**src/common/icache_pkg.sv**
```systemverilog
`default_nettype none

package icache_pkg;

    // cache geometry
    localparam int LINE_COUNT     = 128;
    localparam int INDEX_W        = 7;
    localparam int TAG_W          = 21;
    localparam int WORDS_PER_LINE = 4;
    localparam int WORD_W         = 32;
    localparam int LINE_W         = 128;
    localparam int ENTRY_W        = 149;
    localparam int BEAT_W         = $clog2(WORDS_PER_LINE);

    // controller states
    localparam int          STATE_W   = 2;
    localparam logic [1:0]  ST_IDLE   = 2'd0;
    localparam logic [1:0]  ST_LOOKUP = 2'd1;
    localparam logic [1:0]  ST_FILL   = 2'd2;

    // one fetch address, seen as a whole word or split into cache fields
    typedef union packed {
        logic [31:0] raw;
        struct packed {
            logic [TAG_W-1:0]   tag;
            logic [INDEX_W-1:0] index;
            logic [BEAT_W-1:0]  word;
            logic [1:0]         byte_sel;
        } f;
    } fetch_addr_u;

endpackage

`default_nettype wire

```
**src/icache/icache_ctrl.sv**
```systemverilog
`timescale 1ns/1ps
`default_nettype none

module icache_ctrl import icache_pkg::*; (
    input  logic                clk_i,
    input  logic                rst_i,

    input  logic [31:0]         fetch_addr_i,
    input  logic                stall_i,
    output logic [WORD_W-1:0]   instr_o,
    output logic                instr_valid_o,

    output logic                ram_en_o,
    output logic                ram_we_o,
    output logic [INDEX_W-1:0]  ram_index_o,
    output logic [ENTRY_W-1:0]  ram_wdata_o,
    input  logic [ENTRY_W-1:0]  ram_rdata_i,

    output logic                fill_start_o,
    output logic [31:0]         fill_addr_o,
    input  logic                fill_done_i,
    input  logic [LINE_W-1:0]   fill_line_i
);

    logic [STATE_W-1:0]     state_r;
    logic [STATE_W-1:0]     state_nxt;

    fetch_addr_u            cur_addr;
    fetch_addr_u            last_addr_r;
    // set when an address is accepted and cleared when its word was not handed out
    logic                   last_valid_r;

    logic [LINE_COUNT-1:0]  valid_r;

    logic                   new_fetch;
    logic                   addr_current;
    logic                   tag_match;
    logic                   hit;
    logic [TAG_W-1:0]       ram_tag;
    logic [LINE_W-1:0]      ram_line;
    logic [WORD_W-1:0]      hit_word;
    logic [WORD_W-1:0]      fill_word;

    assign cur_addr.raw = fetch_addr_i;

    assign new_fetch    = !stall_i && (!last_valid_r || (fetch_addr_i != last_addr_r.raw));
    assign addr_current = (fetch_addr_i == last_addr_r.raw);

    assign ram_tag   = ram_rdata_i[ENTRY_W-1 -: TAG_W];
    assign ram_line  = ram_rdata_i[LINE_W-1:0];
    assign tag_match = (ram_tag == last_addr_r.f.tag);
    assign hit       = valid_r[last_addr_r.f.index] && tag_match;

    // word offset of the accepted address picks the lane
    assign hit_word  = ram_line[last_addr_r.f.word * WORD_W +: WORD_W];
    assign fill_word = fill_line_i[last_addr_r.f.word * WORD_W +: WORD_W];

    assign instr_o = (state_r == ST_FILL) ? fill_word : hit_word;

    // fill always targets the start of the line
    assign fill_addr_o = {last_addr_r.raw[31:4], 4'b0000};

    always_comb begin
        state_nxt     = state_r;
        ram_en_o      = 1'b0;
        ram_we_o      = 1'b0;
        ram_index_o   = cur_addr.f.index;
        ram_wdata_o   = {last_addr_r.f.tag, fill_line_i};
        instr_valid_o = 1'b0;
        fill_start_o  = 1'b0;

        case (state_r)
            ST_IDLE: begin
                if (new_fetch) begin
                    ram_en_o  = 1'b1;
                    state_nxt = ST_LOOKUP;
                end
            end
            ST_LOOKUP: begin
                if (stall_i) begin
                    // keep the read fresh so release can decide at once
                    ram_en_o    = 1'b1;
                    ram_index_o = last_addr_r.f.index;
                end else if (hit) begin
                    instr_valid_o = addr_current;
                    state_nxt     = ST_IDLE;
                end else begin
                    fill_start_o = 1'b1;
                    state_nxt    = ST_FILL;
                end
            end
            ST_FILL: begin
                if (fill_done_i) begin
                    ram_en_o      = 1'b1;
                    ram_we_o      = 1'b1;
                    ram_index_o   = last_addr_r.f.index;
                    instr_valid_o = addr_current && !stall_i;
                    state_nxt     = ST_IDLE;
                end
            end
            default: begin
                state_nxt = ST_IDLE;
            end
        endcase
    end

    always_ff @(posedge clk_i) begin
        if (!rst_i) begin
            state_r      <= ST_IDLE;
            last_valid_r <= 1'b0;
            valid_r      <= '0;
        end else begin
            state_r <= state_nxt;

            if (state_r == ST_IDLE && new_fetch) begin
                last_valid_r <= 1'b1;
            end else if (state_r != ST_IDLE && state_nxt == ST_IDLE) begin
                // undelivered word means the same address is looked up again
                last_valid_r <= instr_valid_o;
            end

            if (state_r == ST_FILL && fill_done_i) begin
                valid_r[last_addr_r.f.index] <= 1'b1;
            end
        end
    end

    always_ff @(posedge clk_i) begin
        if (state_r == ST_IDLE && new_fetch) begin
            last_addr_r <= cur_addr;
        end
    end

    a_done_only_in_fill: assert property (
        @(posedge clk_i) disable iff (!rst_i)
        fill_done_i |-> (state_r == ST_FILL)
    );

endmodule

`default_nettype wire

```
**config.mk**
```make
export PLATFORM = sky130hd
export DESIGN_NAME = icache_ctrl
export DESIGN_NICKNAME = d
export VERILOG_FILES = /design/src/common/icache_pkg.sv /design/src/icache/icache_ctrl.sv
export SDC_FILE = /design/constraint.sdc
export NUM_CORES = 1
export LEC_CHECK = 0
export BUFFER_PORTS_ARGS = -buffer_cell sky130_fd_sc_hd__clkbuf_2
export CAP_MARGIN = 20
export CORE_AREA = 2 2 206 208
export CTS_CLUSTER_DIAMETER = 50
export CTS_CLUSTER_SIZE = 16
export DETAILED_ROUTE_END_ITERATION = 10
export DIE_AREA = 0 0 208 210
export GPL_TIMING_DRIVEN = 1
export PLACE_DENSITY_LB_ADDON = 0.2
export SETUP_SLACK_MARGIN = 0.02
export SKIP_CTS_REPAIR_TIMING = 1
export SYNTH_ARGS = -nofsm -noshare
export SYNTH_HDL_FRONTEND = slang
export SYNTH_SLANG_ARGS = --single-unit
```
**constraint.sdc**
```tcl
create_clock -name clk_i -period 4.8 [get_ports clk_i]
set_input_delay 0.48 -clock clk_i [delete_from_list [all_inputs] [get_ports clk_i]]
set_output_delay 0.48 -clock clk_i [all_outputs]
set_load 0.005 [all_outputs]
```
Yosys cells after proc, flatten, opt, wreduce, memory -nomap -nowiden
Index checks and enable logic that the tools add are counted.
W data, S select, Z words.
{"block": "totals", "ff_bits": 163, "in_bits": 313, "out_inout_bits": 224, "word_cells": 55}
{"block": "op_classes", "order_cmp": 2, "n_eq_ne": 5, "n_shift": 2, "muxes": 27, "bitwise": 1, "reduce_logical": 14}
{"op": "$shiftx A128 B8 Y32", "n": 2}
{"op": "$or A128 B128 Y128", "n": 1}
{"op": "$eq A32 B32 Y1", "n": 1}
{"op": "$mux W32", "n": 1}
{"op": "$ne A32 B32 Y1", "n": 1}
{"op": "$eq A21 B21 Y1", "n": 1}
{"op": "$mux W1", "n": 14}
{"op": "$mux W7", "n": 2}
{"op": "$pmux W7 S2", "n": 1}
{"op": "$lt A7 B8 Y1 const B", "n": 1}
{"op": "$mux W2", "n": 4}
{"op": "$bmux W1 S7", "n": 1}
{"op": "$demux W1 S7", "n": 1}
{"op": "$ge A7 B1 Y1 const B", "n": 1}
{"op": "$logic_and A1 B1 Y1", "n": 7}
{"op": "$pmux W2 S3", "n": 1}
{"op": "$logic_not A2 Y1", "n": 2}
{"op": "$reduce_bool A2 Y1", "n": 2}
{"op": "$pmux W1 S3", "n": 1}
{"op": "$eq A2 B1 Y1 const B", "n": 1}
{"op": "$eq A2 B2 Y1 const B", "n": 1}
{"op": "$logic_not A1 Y1", "n": 2}
{"op": "$pmux W1 S2", "n": 1}
{"op": "$logic_or A1 B1 Y1", "n": 1}

Depth between registers and ports, before layout
{"block": "logic_depth", "depth_word": 10, "mapped_depth": 13, "depth_no_buf": 10}

Least setup slack after synthesis
No wires, ideal clock.
{"block": "synth_path", "path_type": "register to output", "from": "register last_addr_r[4] in the netlist's numbering", "to": "output ram_en_o", "arrival_time_ns": 4.276, "slack_ns": 0.044, "path_stages_with_launch": 12, "path_buffers": 4, "cell_sequence": "edfxtp_1 buf_6 buf_12 buf_6 buf_4 xor2_1 nor4_1 nand4_1 nor2_1 a211oi_1 inv_1 a31oi_1"}
{"block": "synth_via", "elab_chain_len": 5}
{"item": "from (decl)", "line_no": "icache_ctrl.sv:29", "rtl": "fetch_addr_u last_addr_r;"}
{"item": "from (signal assigned)", "line_no": "icache_ctrl.sv:130", "rtl": "last_addr_r <= cur_addr;"}
{"item": "$ne A32 B32 Y1", "line_no": "icache_ctrl.sv:46", "rtl": "assign new_fetch = !stall_i && (!last_valid_r || (fetch_addr_i != last_addr_r.raw));"}
{"item": "$logic_or A1 B1 Y1", "line_no": "icache_ctrl.sv:46"}
{"item": "$logic_and A1 B1 Y1", "line_no": "icache_ctrl.sv:46"}
{"item": "$mux W1", "line_no": "icache_ctrl.sv:74", "rtl": "if (new_fetch) begin"}
{"item": "$pmux W1 S3", "line_no": "icache_ctrl.sv:72", "rtl": "case (state_r)"}
{"item": "to (decl)", "line_no": "icache_ctrl.sv:13", "rtl": "output logic ram_en_o,"}
No other way between the ends.

Worst setup path after layout
{"block": "layout_path", "from": "register last_addr_r[4] in the netlist's numbering", "to": "output fill_start_o"}
{"block": "layout_via", "elab_chain_len": 6}
{"item": "$bmux W1 S7", "line_no": "icache_ctrl.sv:52", "rtl": "assign hit = valid_r[last_addr_r.f.index] && tag_match;"}
{"item": "$mux W1 (not written as such)", "line_no": "icache_ctrl.sv:52"}
{"item": "$logic_and A1 B1 Y1", "line_no": "icache_ctrl.sv:52"}
{"item": "$mux W1", "line_no": "icache_ctrl.sv:84", "rtl": "end else if (hit) begin"}
{"item": "$mux W1", "line_no": "icache_ctrl.sv:80", "rtl": "if (stall_i) begin"}
{"item": "$mux W1", "line_no": "icache_ctrl.sv:72"}
{"item": "to (decl)", "line_no": "icache_ctrl.sv:19", "rtl": "output logic fill_start_o,"}
No other way between the ends. The select of a mux whose other input is x is not followed.

==> summary.txt <==
Status
  • Status: complete, no violations

Layout
  • Share of cells above drive strength 1: 51.8%
  • Final nets: 1661
  • Non-filler cells, final: 1897
  • Syn-to-layout area delta: 23.7%
  • Final Instance Area: 13300 um2
  • Area of the multi-input gates: 5540 um2
  • Sequential cell area: 3580 um2
  • Fillers: 4380

Worst setup path
  • Reg-to-Reg End: last_valid_r
  • Critical Path RT: 4320 ps
  • Largest stage delay on the critical path: 640 ps
  • Setup crit end kind: primary output
  • Reg2reg setup slack: 1450 ps
  • Max stage delay cell, worst path: mux4_1
  • CP arrival: 3520 ps
  • CP Class: reg -> out
  • Cells along the critical path: buf_4, mux4_1, a311o_1, o21ai_0, nor4_2, a21oi_1, clkbuf_2
  • Critical path destination: fill_start_o
  • CP Max Fanout: 12
  • Startpoint types: flop
  • Critical R2R Launch: last_addr_r[4]
  • Worst reg-to-reg path cell count: 9
  • CP Launch Point: last_addr_r[4]

Logic synthesis
  • Post-synth top cells: buf_4, dfxtp_1, nor2_1
  • Synth async-reset ratio: 0%
  • Post-synth cell types: 57
  • Post-synth top area share: 24.4%
  • Synth Flop Type: dfxtp_1
  • Synthesized area: 10700 um2
  • Most instantiated library cell after synthesis: buf_4
  • Ranking of synthesized cells by area: dfxtp_1, mux4_2, buf_4, edfxtp_1, o21a_1
  • Yosys warns: 0
  • Syn Area/Cell: 10.6 um2
  • Sequential fraction of the synthesis area: 33.4%
  • Number of synthesized flops with an enable pin: 32
  • Yosys reg bits: 163
  • Post-Syn Instances: 1014
  • Area leader, netlist: dfxtp_1

Clocking
  • CTS tree: yes
  • CTS Root Cell: clkbuf_16
  • Clk_lat worst skew: 430 ps
  • Htree depth: 4
  • Longest Clk Path Bufs: 2
  • Clock sink count: 163
  • TritonCTS buffer count: 17
  • Reg clk slew, reported paths: 70 ps

STA
  • Unrepaired setup endpoints after global routing: false
  • Setup violators final: 0
  • Hold Slack: 250 ps
  • Post-layout min period: 4000 ps
  • Setup TNS: 0 ps
  • Slew margin rel.: 32.5%
  • Measured slew at the worst slew-check pin: 1010 ps
  • Period utilization: 83.3%
  • Hold Fails Final Rpt: 0
  • Clk_skew: 11.1 ps
  • Max Clock Freq: 0.250 GHz
  • Final Slew Violations: 0

Routing
  • DRT Wirelength: 67300 um
  • Avg Vias per Cell: 5.08
  • Drt pass-1 iters: 5
  • Detail Route Antenna Nets: 0
  • Vias: 9629
  • Drt wl/cell: 35.5 um
  • Initial DRC count: 877
  • DRC errors left: 0

Power
  • Worst vdd ir: 0.000213 V
  • PD cells: 305 nW/um2
  • Leak pwr: 5.71 nW

Floorplan
  • Row Count: 75
  • Die W: 208 um
  • Die Y: 210 um
  • Area of the die: 43700 um2
  • IO Pins: 537
  • Core area: 41500 um2
  • Initial Util: 25.9%

Global routing
  • Global Route Usage Sum: 30.1%
  • Vias in the first global route: 9378
  • Initial antenna violation count: 12
  • First-pass GRT wire length: 87400 um
  • Remaining global-route overflow: 0
  • Pin count of the biggest net entering global routing: 92

Placement
  • GP Congestion: 0.996
  • Placed cell count: 1863
  • Hpwl dp: 57700 um
  • Placed inst area: 12600 um2
  • # port buffers: 532

Min path
  • HP Start: fetch_addr_i[26]
  • Worst hold path type: in -> reg
  • WHS Path Cells: 1

Run
  • Max-Cap Viols: 0
## cell usage in the layout, fill, tap and decap left out, drive strengths merged, types with 5 or more instances in the layout
| cell type | count |
|---|---|
| nand3b | 5 |
| nand3 | 8 |
| nand2 | 24 |
| nand4 | 5 |
| a211oi | 6 |
| buf | 18 |
| nand2b | 7 |
| nor2 | 114 |
| inv | 11 |
| dfxtp | 131 |
| nor3 | 7 |
| clkbuf | 553 |
| xor2 | 51 |
| nor4 | 15 |
| edfxtp | 32 |
| o21ai | 5 |
| a21oi | 36 |
| nor2b | 40 |
| o21a | 96 |
| mux2i | 9 |
| a22o | 7 |
| mux2 | 39 |
| mux4 | 91 |
## worst max-delay path, delay by kind of cell, from the launching register on
kind	cells	cell delay, ps
AOI/OAI and AO/OA	3	1080
muxes	1	640
DFF	1	630
buffers and inverters	2	630
and+or+nand+nor	1	90
## layer usage
metal	vias to the layer above	wire length, um	part of all wire [%]	global-route usage (%)
met4	4	4570	6.8	17.3
met5	-	27	0.040	0
met1	4941	27600	41	37.5
li1	4129	-	-	-
met2	460	31500	47	49.1
met3	95	3610	5.4	5.33
## registers in the layout, indices dropped and copies added (netlist names)
signal,flops
last_addr_r,32
state_r,2
valid_r,128
last_valid_r,1
## metrics by stage
step / power [mW] / setup slack, ps / util, %
floorplan: 2.06 / 44.1 / -
global placement: 2.53 / 1180 / 30.4
detailed placement: 2.54 / 1130 / 30.4
CTS: 4.06 / 737 / 32.0
global route: 4.17 / 603 / 32.0
finish: 4.05 / 804 / 32.0
## final cells by class
class                      instances  area share, %
antenna                            2         0.0377
clock buffer                      22           3.60
clock inverter                     9           1.25
inverter                           8          0.226
multi-input combinational        605           41.7
sequential                       163           27.0
tap                              539           5.08
timing repair buffer             549           21.1
## power breakdown
| group | total [mW] | switching (mW) | internal (mW) | leakage (nW) |
|---|---|---|---|---|
| sequential | 1.49 | 0.0596 | 1.43 | 1.36 |
| clock | 1.54 | 0.608 | 0.927 | 0.317 |
| combinational | 1.02 | 0.592 | 0.428 | 4.03 |
## cells by family after synthesis
family	count (synthesis)	share of synthesized area, %
fa+ha+maj	4	0.466
flops	163	33.4
other cells	1	0.0349
mux	139	24.5
simple gates	234	10.5
buf+inv	249	15.5
xor+xnor	53	4.32
compound gates	171	11.3
## worst min path at each step
stage	slack [ps]	endpoint
global placement	440	valid_r[118]
detailed placement	450	valid_r[115]
floorplan	430	valid_r[117]
global route	240	last_addr_r[26]
CTS	230	last_addr_r[24]
finish	250	last_addr_r[26]
(Power assumes the default switching activity.)
