### config.mk
export PLATFORM = sky130hd
export DESIGN_NAME = line_fill_unit
export DESIGN_NICKNAME = d
export VERILOG_FILES = /design/src/common/icache_pkg.sv /design/src/design/line_fill_unit.sv
export SDC_FILE = /design/constraint.sdc
export NUM_CORES = 1
export LEC_CHECK = 0
export ABC_AREA = 1
export BUFFER_PORTS_ARGS = -buffer_cell sky130_fd_sc_hd__buf_2
export CAP_MARGIN = 40
export CORE_MARGIN = 2
export CORE_UTILIZATION = 44
export CTS_CLUSTER_SIZE = 28
export DETAILED_ROUTE_END_ITERATION = 8
export PLACE_DENSITY_LB_ADDON = 0.3
export SYNTH_ARGS = -nofsm -noshare
export SYNTH_HDL_FRONTEND = slang
export SYNTH_SLANG_ARGS = --single-unit
### constraint.sdc
create_clock -name clk_i -period 1.9 [get_ports clk_i]
set_input_delay 0.095 -clock clk_i [delete_from_list [all_inputs] [get_ports clk_i]]
set_output_delay 0.095 -clock clk_i [all_outputs]
set_load 0.01 [all_outputs]
### src/common/icache_pkg.sv
`default_nettype none

package icache_pkg;

    // cache geometry
    localparam int LINE_COUNT     = 128;
    localparam int INDEX_W        = 7;
    localparam int TAG_W          = 21;
    localparam int WORDS_PER_LINE = 4;
    localparam int WORD_W         = 32;
    localparam int LINE_W         = 128;
    localparam int ENTRY_W        = 149;
    localparam int BEAT_W         = $clog2(WORDS_PER_LINE);

    // controller states
    localparam int          STATE_W   = 2;
    localparam logic [1:0]  ST_IDLE   = 2'd0;
    localparam logic [1:0]  ST_LOOKUP = 2'd1;
    localparam logic [1:0]  ST_FILL   = 2'd2;

    // one fetch address, seen as a whole word or split into cache fields
    typedef union packed {
        logic [31:0] raw;
        struct packed {
            logic [TAG_W-1:0]   tag;
            logic [INDEX_W-1:0] index;
            logic [BEAT_W-1:0]  word;
            logic [1:0]         byte_sel;
        } f;
    } fetch_addr_u;

endpackage

`default_nettype wire

### src/design/line_fill_unit.sv
`timescale 1ns/1ps
`default_nettype none

module line_fill_unit import icache_pkg::*; (
    input  logic                clk_i,
    input  logic                rst_i,

    input  logic                fill_start_i,
    input  logic [31:0]         fill_addr_i,
    output logic                fill_done_o,
    output logic [LINE_W-1:0]   fill_line_o,

    input  logic                mem_ready_i,
    output logic                mem_req_o,
    output logic [31:0]         mem_addr_o,
    input  logic                mem_rvalid_i,
    input  logic [WORD_W-1:0]   mem_rdata_i
);

    fetch_addr_u        req_addr;

    logic               busy_r;
    logic               pending_r;
    logic               outstanding_r;
    logic [BEAT_W-1:0]  beat_cnt_r;
    logic               last_beat;
    logic [31:0]        line_addr_r;
    logic [LINE_W-1:0]  line_q;

    assign req_addr.raw = fill_addr_i;

    // request leaves as soon as memory can take it
    assign mem_req_o   = pending_r && mem_ready_i;
    assign mem_addr_o  = line_addr_r;
    assign fill_line_o = line_q;

    assign last_beat = mem_rvalid_i && (beat_cnt_r == BEAT_W'(WORDS_PER_LINE - 1));

    always_ff @(posedge clk_i) begin
        if (!rst_i) begin
            busy_r        <= 1'b0;
            pending_r     <= 1'b0;
            outstanding_r <= 1'b0;
            beat_cnt_r    <= '0;
            fill_done_o   <= 1'b0;
        end else begin
            fill_done_o <= last_beat;

            if (fill_start_i && !busy_r) begin
                busy_r    <= 1'b1;
                pending_r <= 1'b1;
            end else if (last_beat) begin
                busy_r <= 1'b0;
            end

            if (mem_req_o) begin
                pending_r     <= 1'b0;
                outstanding_r <= 1'b1;
            end else if (last_beat) begin
                outstanding_r <= 1'b0;
            end

            if (mem_rvalid_i) begin
                beat_cnt_r <= beat_cnt_r + 1'b1;
            end
        end
    end

    always_ff @(posedge clk_i) begin
        if (fill_start_i && !busy_r) begin
            line_addr_r <= {req_addr.f.tag, req_addr.f.index, 4'b0000};
        end
        // beats arrive in ascending word order
        if (mem_rvalid_i) begin
            line_q[beat_cnt_r * WORD_W +: WORD_W] <= mem_rdata_i;
        end
    end

    a_rvalid_needs_request: assert property (
        @(posedge clk_i) disable iff (!rst_i)
        mem_rvalid_i |-> outstanding_r
    );

    a_no_start_while_busy: assert property (
        @(posedge clk_i) disable iff (!rst_i)
        fill_start_i |-> !busy_r
    );

endmodule

`default_nettype wire

; ---- Word level (Yosys, flattened, before mapping)
; Index checks and enable logic that the tools add are counted.
[word_totals]
register_bits = 161
in_bits = 69
output_inout_bits = 162
word_cells = 21
[op_classes]
addsub = 2
eq_ne = 1
n_shift = 2
muxes = 3
bitwise_logic = 1
reduce_logical = 6
[ops]
columns = cell, count
row1 = bitwise mux 128 bit, 1
row2 = variable shift 32 x 34 -> 128 bit (first input constant), 1
row3 = variable part select 32 x 34 -> 128 bit, 1
row4 = negator 7 -> 34 bit, 1
row5 = logical AND 1 bit, 3
row6 = adder 2 x 1 -> 2 bit (second input constant), 1
row7 = equality test 2 bit (second input constant), 1
row8 = two-way mux 1 bit, 2
row9 = nonzero test 2 bit, 1
row10 = OR reduction 2 bit, 1
row11 = logical NOT 1 bit, 1
row12 = NOT 1 bit, 1

; ---- Longest topological paths before layout
; Gate-level depths: netlist (run 1).
[logic_depth]
word_depth = 4
mapped_depth = 7
mapped_depth_nobuf = 5

; ---- Least setup slack after synthesis (run 1)
; Ideal clock, no wire load.
[synth_timing]
path_type = register to register
from = register beat_cnt_r[0] (netlist name)
to = register line_q[0] (netlist: fill_line_o[0]), enable pin
setup_time_ns = 0.387
t_arrival_ns = 1.459
t_required_ns = 1.513
path_slack_ns = 0.054
path_stages_with_launch = 6
path_buffers = 1
synth_period_minus_slack_ns = 1.846
cell_sequence = dfxtp_1 -> buf_6 -> inv_2 -> ha_1 -> nand2_1 -> inv_1
[synth_rtl]
columns = element, line
row1 = "end signal, assigned by index", line_fill_unit.sv:75  ; line_q[beat_cnt_r * WORD_W +: WORD_W] <= mem_rdata_i;
row2 = "end, declared", line_fill_unit.sv:28  ; logic [LINE_W-1:0] line_q;

; ---- Worst setup path after layout (run 1)
[layout_timing]
from = register pending_r
to = register pending_r
[layout_via]
elab_chain_len = 2
[layout_rtl]
columns = element, line
row1 = "start, declared", line_fill_unit.sv:23  ; logic pending_r;
row2 = "start signal, assigned", line_fill_unit.sv:42  ; pending_r <= 1'b0;
row3 = "start signal, assigned", line_fill_unit.sv:51  ; pending_r <= 1'b1;
row4 = "start signal, assigned", line_fill_unit.sv:57  ; pending_r <= 1'b0;
row5 = logical AND 1 bit, line_fill_unit.sv:33  ; assign mem_req_o = pending_r && mem_ready_i;
row6 = OR reduction 2 bit (no source line), --
; Every way passes these cells.
; A chain may end at the register's enable or synchronous reset.

==> results of run 1 <==
[layout make-up]
| type | count | area (µm²) |
|---|---|---|
| fill | 1015 | 5010 |
| sequential | 161 | 4780 |
| timing repair buffer | 267 | 1630 |
| multi-input combinational | 192 | 941 |
| clock buffer | 17 | 425 |
| tap | 176 | 220 |
| inverter | 47 | 176 |
| clock inverter | 14 | 163 |
[power breakdown]
part,leakage [nW],switching [mW],internal [mW]
clock,0.284,1.33,2.05
sequential,1.53,0.0439,4.07
combinational,1.70,0.557,0.316
total,3.51,1.93,6.44
[synth_stat cells (all sizes together)]
cell type and number:
ha 5, dfxtp 5, o21ai 1, nand3 3, conb 1, buf 23
nor3 32, edfxtp 156, a21oi 3, nand2 44, inv 47, nor2 100
[cell usage in the layout (no fill, tap or decap)]
cell type,instances
buf_2,222
edfxtp_1,156
nor2_1,89
inv_1,44
nand2_1,41
dlygate4sd3_1,33
nor3_1,18
clkbuf_16,17
nor3_2,14
nor2_2,10
buf_12,8
ha_1,5
dfxtp_1,5
conb_1,4
buf_4,4
inv_2,3
a21oi_1,3
bufinv_16,3
clkinv_2,3
nand2_2,2
nand3_1,2
inv_6,2
clkinvlp_4,2
clkinv_4,2
clkinv_1,2
nor2_4,1
nand3_4,1
nand2_4,1
o21ai_0,1
[stage by stage]
stage / hold WS, ps / cells
floorplan: 194 / 423
global placement: 273 / 810
detailed placement: 274 / 810
CTS: 6.93 / 874
global route: 34.3 / 874
finish: 25.5 / 874
[worst paths after layout]
| check | endpoint | cells after the start | from |
|---|---|---|---|
| max reg2reg | pending_r$_SDFFE_PP0P_ | 5 | pending_r$_SDFFE_PP0P_ |
| min reg2reg | busy_r$_SDFFE_PN0P_ | 2 | busy_r$_SDFFE_PN0P_ |
| min | fill_line_o[87]$_DFFE_PP_ | 3 | mem_rdata_i[23] |
| max | pending_r$_SDFFE_PP0P_ | 5 | pending_r$_SDFFE_PP0P_ |
[state kept, by name, summed over array words and instances, names as in the netlist]
signal	count
beat_cnt_r	2
mem_addr_o	28
fill_done_o	1
busy_r	1
pending_r	1
fill_line_o	128
[what timing repair did]
item,4_1_cts,5_1_grt
hold endpoints to repair,33,0
hold buffers,33,0
endpoints found under the setup margin,0,0
[cell families (layout without fill, tap and decap cells)]
family          count (synthesis)  after routing  share of synthesized area
compound gates                  4              4                    0.00329
buf+inv                        70            345                     0.0593
flops                         161            161                      0.788
simple gates                  179            179                      0.139
fa+ha+maj                       5              5                     0.0103
other cells                     1              4                   0.000617
[worst max-delay path, cell delays in order (launching register included)]
cell and delay (ps):
dfxtp_1 320, nand2_1 80, nand2_1 50, dlygate4sd3_1 550, a21oi_1 120, dlygate4sd3_1 560
[per-layer routing]
metal,vias up,track usage,part of all wire
met3,26,0.0616,0.081
met5,-,0,0.00087
li1,1937,-,-
met1,1980,0.253,0.38
met2,206,0.354,0.52
met4,2,0.0805,0.021
==> key figures, run 1 <==
Min path
  • Hold Crit Class: primary input to flip-flop

Route
  • DRT antenna net count: 0
  • Detailed-router iteration count before antenna repair: 4
  • Routed WL: 15000 µm
  • Drt wl/cell: 17.2 µm
  • DR vias/cell: 4.75
  • # DRC: 0
  • DR iter-0 viols: 328
  • Vias: 4151

Clocking
  • Cts bufs inserted: 17
  • Worst-path clk slew: 60 ps
  • Htree depth: 4
  • Clock buffer depth: 2
  • Clock root buffer master: clkbuf_16
  • Worst-Skew Late Latency: 410 ps
  • CTS tree: yes
  • Total clock sinks: 161
  • Setup bufs post-CTS: 0
  • Resized cells post-CTS: 0

Placed design
  • Pre-CTS setup slack: 221 ps
  • PortBufs: 222
  • Post-DP HPWL: 10100 µm
  • Global placement routability congestion: 0.816
  • Placed cell areas: 7420 µm²

Power
  • Power Density: 1000 nW/µm²
  • Design Power: 8.38 mW
  • Worst vdd ir: 0.587 mV
  • Pleak: 3.51 nW

STA
  • Clk_skew: 9.89 ps
  • Setup ws final: 175 ps
  • Fin crit share: 0.908
  • Pins over their slew limit: 0
  • RSZ-0062 raised after global routing: false
  • Post-route minimum period: 1720 ps
  • FMAX: 580 MHz
  • # setup viols final: 0
  • Count of final hold-check violations: 0
  • Final TNS setup: 0 ps

Logic synthesis
  • Syn. warnings: 0
  • Area contributors post-synth: edfxtp_1 (77%), nor2_1 (5.5%), inv_1 (2.7%)
  • Yosys top cell area share: 0.771
  • Cells after Synth: 420
  • Cell accounting for the most synthesized area: edfxtp_1
  • Sequential fraction of the synthesis area: 0.788
  • Avg Cell Area, Syn: 14.5 µm²
  • FF+latch count, synth: 161
  • Unique masters post-synth: 21
  • Synthesized area: 6070 µm²

Outcome
  • Status: complete, no violations

Final layout
  • Layout area overhead: 37.3%
  • NumNets Final: 760
  • Final instance area: 8340 µm²
  • N_diodes: 0
  • Fin util: 0.625
  • Share of post-route cells with drive strength above 1: 0.423

Floorplan
  • Die width: 122 µm
  • Die ar.: 14800 µm²
  • Die Y: 122 µm
  • Area of the core: 13300 µm²
  • IO Count: 231
  • Std-Cell Rows: 42
  • Initial Util: 0.455

Global route
  • Grt ovf: 0
  • Vias in the first global route: 4040
  • First-pass GRT wire length: 22400 µm
  • Global Route Usage Sum: 0.209
  • Initial antenna violation count: 1
  • Largest net degree at the start of global routing: 33

Worst setup path
  • CP Data Arrival Time: 2080 ps
  • Critical Path RT: 2250 ps
  • R2R setup slack: 180 ps
  • Worst-path fanout max: 2
  • Critical Setup Path Class: flip-flop to flip-flop
  • CP startpoint kind: flip-flop
  • Critical Path End Type: flip-flop

Job
  • Max_cap viols: 0
(Power assumes the default switching activity.)
==> inputs of run 2 (changes only) <==
Settings changed: ABC_AREA 1 to default, CAP_MARGIN 40 to default, RECOVER_POWER from default to 100.
==> run 2 against run 1 <==
Synthesized area fell by 2.3%. Combinational power fell by 11%. Via count fell by 5.5%. Sequential cell count did not move. Power fell by 1.1%. Fmax fell by 3.5%. Clock-buffer cell count rose by 1. Sequential power rose by 1%. Utilization rose by 0.54 points. Routed wire length fell by 0.61%. Largest power group unchanged. Highest routed layer is now met4.
==> key figures, run 2 <==
Clocking
  • Clock buffer depth: 2
  • Worst-Skew Late Latency: 420 ps
  • Clock root buffer master: clkbuf_16
  • Cts bufs inserted: 17
  • Worst-path clk slew: 60 ps
  • CTS tree: yes
  • Htree depth: 4
  • Total clock sinks: 161

Route
  • WL met2: 7790 µm
  • Routed WL: 14900 µm
  • Vias: 3921
  • DR iter-0 viols: 303
  • WL met3: 802 µm
  • DR vias/cell: 4.72
  • M1 wire length: 5840 µm
  • DR top layer: met4
  • Drt wl/cell: 18.0 µm
  • DRT antenna net count: 0
  • Detailed-router iteration count before antenna repair: 4
  • # DRC: 0

Global route
  • Initial antenna violation count: 0
  • Vias in the first global route: 3966
  • Grt ovf: 0
  • Largest net degree at the start of global routing: 33
  • First-pass GRT wire length: 22000 µm
  • Global Route Usage Sum: 0.210

Job
  • Max_cap viols: 0

Logic synthesis
  • Cells after Synth: 339
  • Sequential fraction of the synthesis area: 0.807
  • Most common cell in the netlist: edfxtp_1
  • Area contributors post-synth: edfxtp_1 (79%), and2_1 (13%), dfxtp_1 (1.7%)
  • Top FF cell, synth: edfxtp_1
  • Post-synth top cells: edfxtp_1 (156), and2_1 (128), clkbuf_1 (6), clkbuf_2 (6), nor2_1 (6)
  • Syn. warnings: 0
  • Unique masters post-synth: 24
  • Synthesized area: 5930 µm²
  • Yosys top cell area share: 0.790
  • Number of enable flip-flop cells after synthesis: 156
  • FF+latch count, synth: 161
  • Avg Cell Area, Syn: 17.5 µm²
  • Cell accounting for the most synthesized area: edfxtp_1
  • Synth async-reset ratio: 0

Placed design
  • Global placement routability congestion: 0.772
  • PortBufs: 222
  • Post-DP HPWL: 9120 µm

Worst setup path
  • Critical Setup Path Class: flip-flop to flip-flop
  • Most used cell, CP: buf_4
  • Slowest Stage Delay on Critical Path: 370 ps
  • Critical Path End Type: flip-flop
  • Critical Path RT: 2180 ps
  • Top Family by Delay on Critical Path: buffers and inverters
  • CP startpoint kind: flip-flop
  • Worst-path fanout max: 22
  • Cell with the largest stage delay on the worst path: ha_1
  • Crit path cell chain: inv_1 > ha_1 > buf_4 > nor3b_2 > buf_4 > and2_0
  • Buf+Inv Stages, Crit Path: 3
  • CP Data Arrival Time: 2070 ps

STA
  • Clk_skew: 5.18 ps
  • FMAX: 559 MHz
  • Slew Limit Headroom: 0.372
  • Post-route minimum period: 1790 ps
  • Count of final hold-check violations: 0
  • Fin crit share: 0.941
  • Final TNS setup: 0 ps
  • Pins over their slew limit: 0
  • Worst Tran Pin Value: 942 ps
  • # setup viols final: 0
  • RSZ-0062 raised after global routing: false

Power
  • Switch share: 0.220
  • Clock share of power: 0.404
  • Design Power: 8.28 mW
  • Gate power share: 0.094
  • Pint: 6.46 mW
  • Pleak: 2.97 nW
  • Power Density: 996 nW/µm²
  • Seq pwr share: 0.502
  • Worst vdd ir: 0.496 mV
  • Sw Pwr: 1.82 mW

Final layout
  • Largest register FFs: 128
  • Share of post-route cells with drive strength above 1: 0.176
  • NumNets Final: 717
  • Commonest non-fill, non-tap cells in the layout: clkbuf_1 (160), edfxtp_1 (156), and2_1 (84)
  • Layout area overhead: 40.2%
  • Most common cell after layout, fill and taps aside: clkbuf_1
  • N_diodes: 0

Floorplan
  • IO Count: 231
  • Area of the core: 13200 µm²
  • Std-Cell Rows: 42
  • Die ar.: 14400 µm²
  • Die width: 120 µm
  • Initial Util: 0.450
  • Die Y: 120 µm

Min path
  • Hold Crit Class: primary input to flip-flop

Outcome
  • Status: complete, no violations
-- run 2: changes by cell type after synthesis, moves of 9 or more --
cell     delta
nor3_1     -18
nand2_1    -40
nor3_2     -14
nor2_1     -83
inv_1      -41
and2_1    +128
buf_2       -9
nor2_2     -10
buf_6       -9
-- run 2: path summary, 6_finish.rpt --
kind	startpoint	endpoint	slack, ps	depth (start not counted)
hold reg to reg	busy_r$_SDFFE_PN0P_	busy_r$_SDFFE_PN0P_	490	1
setup reg to reg	beat_cnt_r[0]$_SDFFE_PN0P_	fill_line_o[110]$_DFFE_PP_	110	6
hold / removal	mem_rdata_i[14]	fill_line_o[14]$_DFFE_PP_	20	2
setup / recovery	beat_cnt_r[0]$_SDFFE_PN0P_	fill_line_o[110]$_DFFE_PP_	110	6
-- run 2: routing by layer --
metal,vias to the layer above,track usage
li1,1791,-
met1,1944,0.246
met2,146,0.356
met3,40,0.0561
met4,0,0.104
met5,-,0
-- run 2: per-stage QoR --
stage	cell area [µm²]	worst slack, ps	hold slack [ps]	cells	util
2_1_floorplan	5950	15.7	194	342	-
5_1_grt	8310	6.54	36.5	831	0.630
3_5_place_dp	7360	88.6	273	739	0.558
4_1_cts	8540	75.1	2.60	831	0.648
6_report	8310	112	20.9	831	0.630
3_3_place_gp	7360	133	273	739	0.558
-- run 2: worst register-to-register path: cells and delay by family (launching register included) --
family                   cells  cell delay, ps
adder cells (fa/ha/maj)      1             370
buffers and inverters        3             550
flip-flops                   1             330
AND/OR/NAND/NOR              2             400
-- run 2: power by group through the flow --
| stage | sequential, mW | clock (mW) | combinational, mW |
|---|---|---|---|
| 2_1_floorplan | 4.31 | 0 | 0.261 |
| 3_3_place_gp | 4.22 | 0 | 0.722 |
| 3_5_place_dp | 4.23 | 0 | 0.739 |
| 4_1_cts | 4.15 | 3.37 | 0.838 |
| 5_1_grt | 4.17 | 3.51 | 0.852 |
| 6_report | 4.16 | 3.34 | 0.780 |
-- run 2: area by class of cell --
class | count | area (µm²)
fillers | 1091 | 4880
flip-flops and latches | 161 | 4780
repair buffers | 299 | 1660
multi-input cells | 161 | 1060
clock buffers | 18 | 429
well taps | 176 | 220
clock inverters | 13 | 145
inverters | 3 | 11.3
-- run 2: kinds of logic after synthesis --
group | Yosys count | share of synthesized area
compound gates | 3 | 0.00316
xor+xnor | 1 | 0.00148
fa+ha+maj | 5 | 0.0105
buf+inv | 20 | 0.0171
flops | 161 | 0.807
mux | 1 | 0.00169
other cells | 1 | 0.000632
simple gates | 147 | 0.159
-- run 2: repair_timing --
action / CTS / global route
hold buffers: 61 / 0
setup buffers: 0 / 0
endpoints found under the setup margin: 0 / 27
gates resized for setup: 0 / 1
endpoints found under the hold margin: 137 / 0
==> inputs of run 3 (changes only) <==
Settings changed: CORE_UTILIZATION 44 to 35.
==> run 3 against run 2 <==
Register-to-register slack barely moved. Final cell count rose by 5.2%. Final area rose by 0.26%. Sequential share of layout area fell by 0.15 points. Die area rose by 25%. Fmax barely moved. Sequential power barely moved. Non-clock buffer count fell by 1. Setup slack got worse by 0.75 ps. Via count fell by 2.9%. Clock-buffer cell count rose by 2.
==> key figures, run 3 (same netlist as run 2, synthesis figures left out) <==
Global route
  • Global Route Usage Sum: 0.168
  • Vias in the first global route: 4013
  • Largest net degree at the start of global routing: 33
  • Initial antenna violation count: 0
  • First-pass GRT wire length: 22300 µm
  • Grt ovf: 0

STA
  • Pins over their slew limit: 0
  • Worst Tran Pin Value: 902 ps
  • Fin crit share: 0.941
  • Count of final hold-check violations: 0
  • Clk_skew: 8.62 ps
  • Slew Limit Headroom: 0.399
  • FMAX: 559 MHz
  • Post-route minimum period: 1790 ps
  • # setup viols final: 0
  • RSZ-0062 raised after global routing: false
  • Final TNS setup: 0 ps

Job
  • Max_cap viols: 0

Clocking
  • Total clock sinks: 161
  • Setup bufs post-CTS: 0
  • Worst-path clk slew: 60 ps
  • Clock buffer depth: 2
  • Cts bufs inserted: 17
  • Worst-Skew Late Latency: 410 ps
  • Clock root buffer master: clkbuf_16
  • Htree depth: 4
  • CTS tree: yes

Final layout
  • NumNets Final: 716
  • Share of post-route cells with drive strength above 1: 0.177
  • Layout area overhead: 40.5%
  • N_diodes: 0
  • Commonest non-fill, non-tap cells in the layout: clkbuf_1 (161), edfxtp_1 (156), and2_1 (97)
  • Fin util: 0.503
  • Non-filler instance count after layout: 874
  • Final instance area: 8340 µm²
  • Largest register FFs: 128
  • Most common cell after layout, fill and taps aside: clkbuf_1

Placed design
  • Global placement routability congestion: 0.753
  • Placed cell areas: 7390 µm²
  • Post-Place Cells: 782
  • PortBufs: 222
  • Post-DP HPWL: 9870 µm

Worst setup path
  • Critical Setup Path Class: flip-flop to flip-flop
  • Worst Setup EP: fill_line_o[4]$_DFFE_PP_
  • CP startpoint kind: flip-flop
  • Critical Path RT: 2070 ps
  • CP Data Arrival Time: 1960 ps
  • FF-to-FF End: fill_line_o[4]$_DFFE_PP_
  • Worst setup startpoint: beat_cnt_r[1]$_SDFFE_PN0P_
  • R2r startpoint: beat_cnt_r[1]$_SDFFE_PN0P_
  • Critical Path End Type: flip-flop
  • R2R setup slack: 110 ps
  • Length in cells of the worst reg-to-reg path: 5
  • Worst-path fanout max: 27

Route
  • # DRC: 0
  • DRT antenna net count: 0
  • DR vias/cell: 4.36
  • Routed WL: 15300 µm
  • Vias: 3809
  • Detailed-router iteration count before antenna repair: 4
  • Drt wl/cell: 17.5 µm
  • DR iter-0 viols: 204

Floorplan
  • Std-Cell Rows: 47
  • Die width: 134 µm
  • Die Y: 134 µm
  • Area of the core: 16600 µm²
  • Initial Util: 0.358
  • IO Count: 231
  • Die ar.: 18000 µm²

Min path
  • Hold Crit Class: primary input to flip-flop
  • Hold path cells: 2

Power
  • Worst vdd ir: 0.601 mV
  • Pleak: 2.97 nW
  • Power Density: 981 nW/µm²

Outcome
  • Status: complete, no violations
## run 3: final cells by class
type / count / area (µm²)
fillers: 1509 / 8250
inverters: 3 / 11.3
clock buffers: 20 / 437
multi-input cells: 161 / 1070
well taps: 220 / 275
clock inverters: 11 / 114
repair buffers: 298 / 1640
flip-flops and latches: 161 / 4780
## run 3: power breakdown
part	internal (mW)	switching, mW
clock	1.91	1.32
combinational	0.329	0.456
sequential	4.10	0.0570
## run 3: worst min path at each step
| stage | slack (ps) | start | end |
|---|---|---|---|
| 5_1_grt | 2 | mem_rdata_i[24] | fill_line_o[24]$_DFFE_PP_ |
| 4_1_cts | 0.4 | mem_rdata_i[24] | fill_line_o[24]$_DFFE_PP_ |
| 3_5_place_dp | 270 | fill_addr_i[29] | mem_addr_o[29]$_DFFE_PP_ |
| 6_report | 5 | mem_rdata_i[24] | fill_line_o[24]$_DFFE_PP_ |
| 2_1_floorplan | 190 | fill_addr_i[10] | mem_addr_o[10]$_DFFE_PP_ |
| 3_3_place_gp | 270 | fill_addr_i[12] | mem_addr_o[12]$_DFFE_PP_ |
## run 3: routing by layer
layer	wire length, µm	vias to the layer above	global-route usage
li1	-	1795	-
met1	6270	1828	0.199
met2	7680	152	0.290
met3	824	34	0.0416
met4	510	0	0.0766
met5	0	-	0
## run 3: worst max-delay path, stage by stage, from the launching register on
cell and delay (ps):
dfxtp_1 390, inv_1 100, ha_2 390, and4bb_2 300
buf_12 180, and2_1 170
## run 3: stage by stage
stage	power, mW	hold slack (ps)	setup WS, ps
floorplan	4.57	194	15.7
CTS	8.28	0.368	28.7
global placement	4.95	272	106
global route	8.45	1.91	1.31
detailed placement	4.98	273	50.3
finish	8.18	5.22	112
## run 3: what timing repair did
item,CTS,global route
hold buffers,61,0
endpoints found under the setup margin,0,60
resized for setup,0,3
hold endpoints to repair,133,0
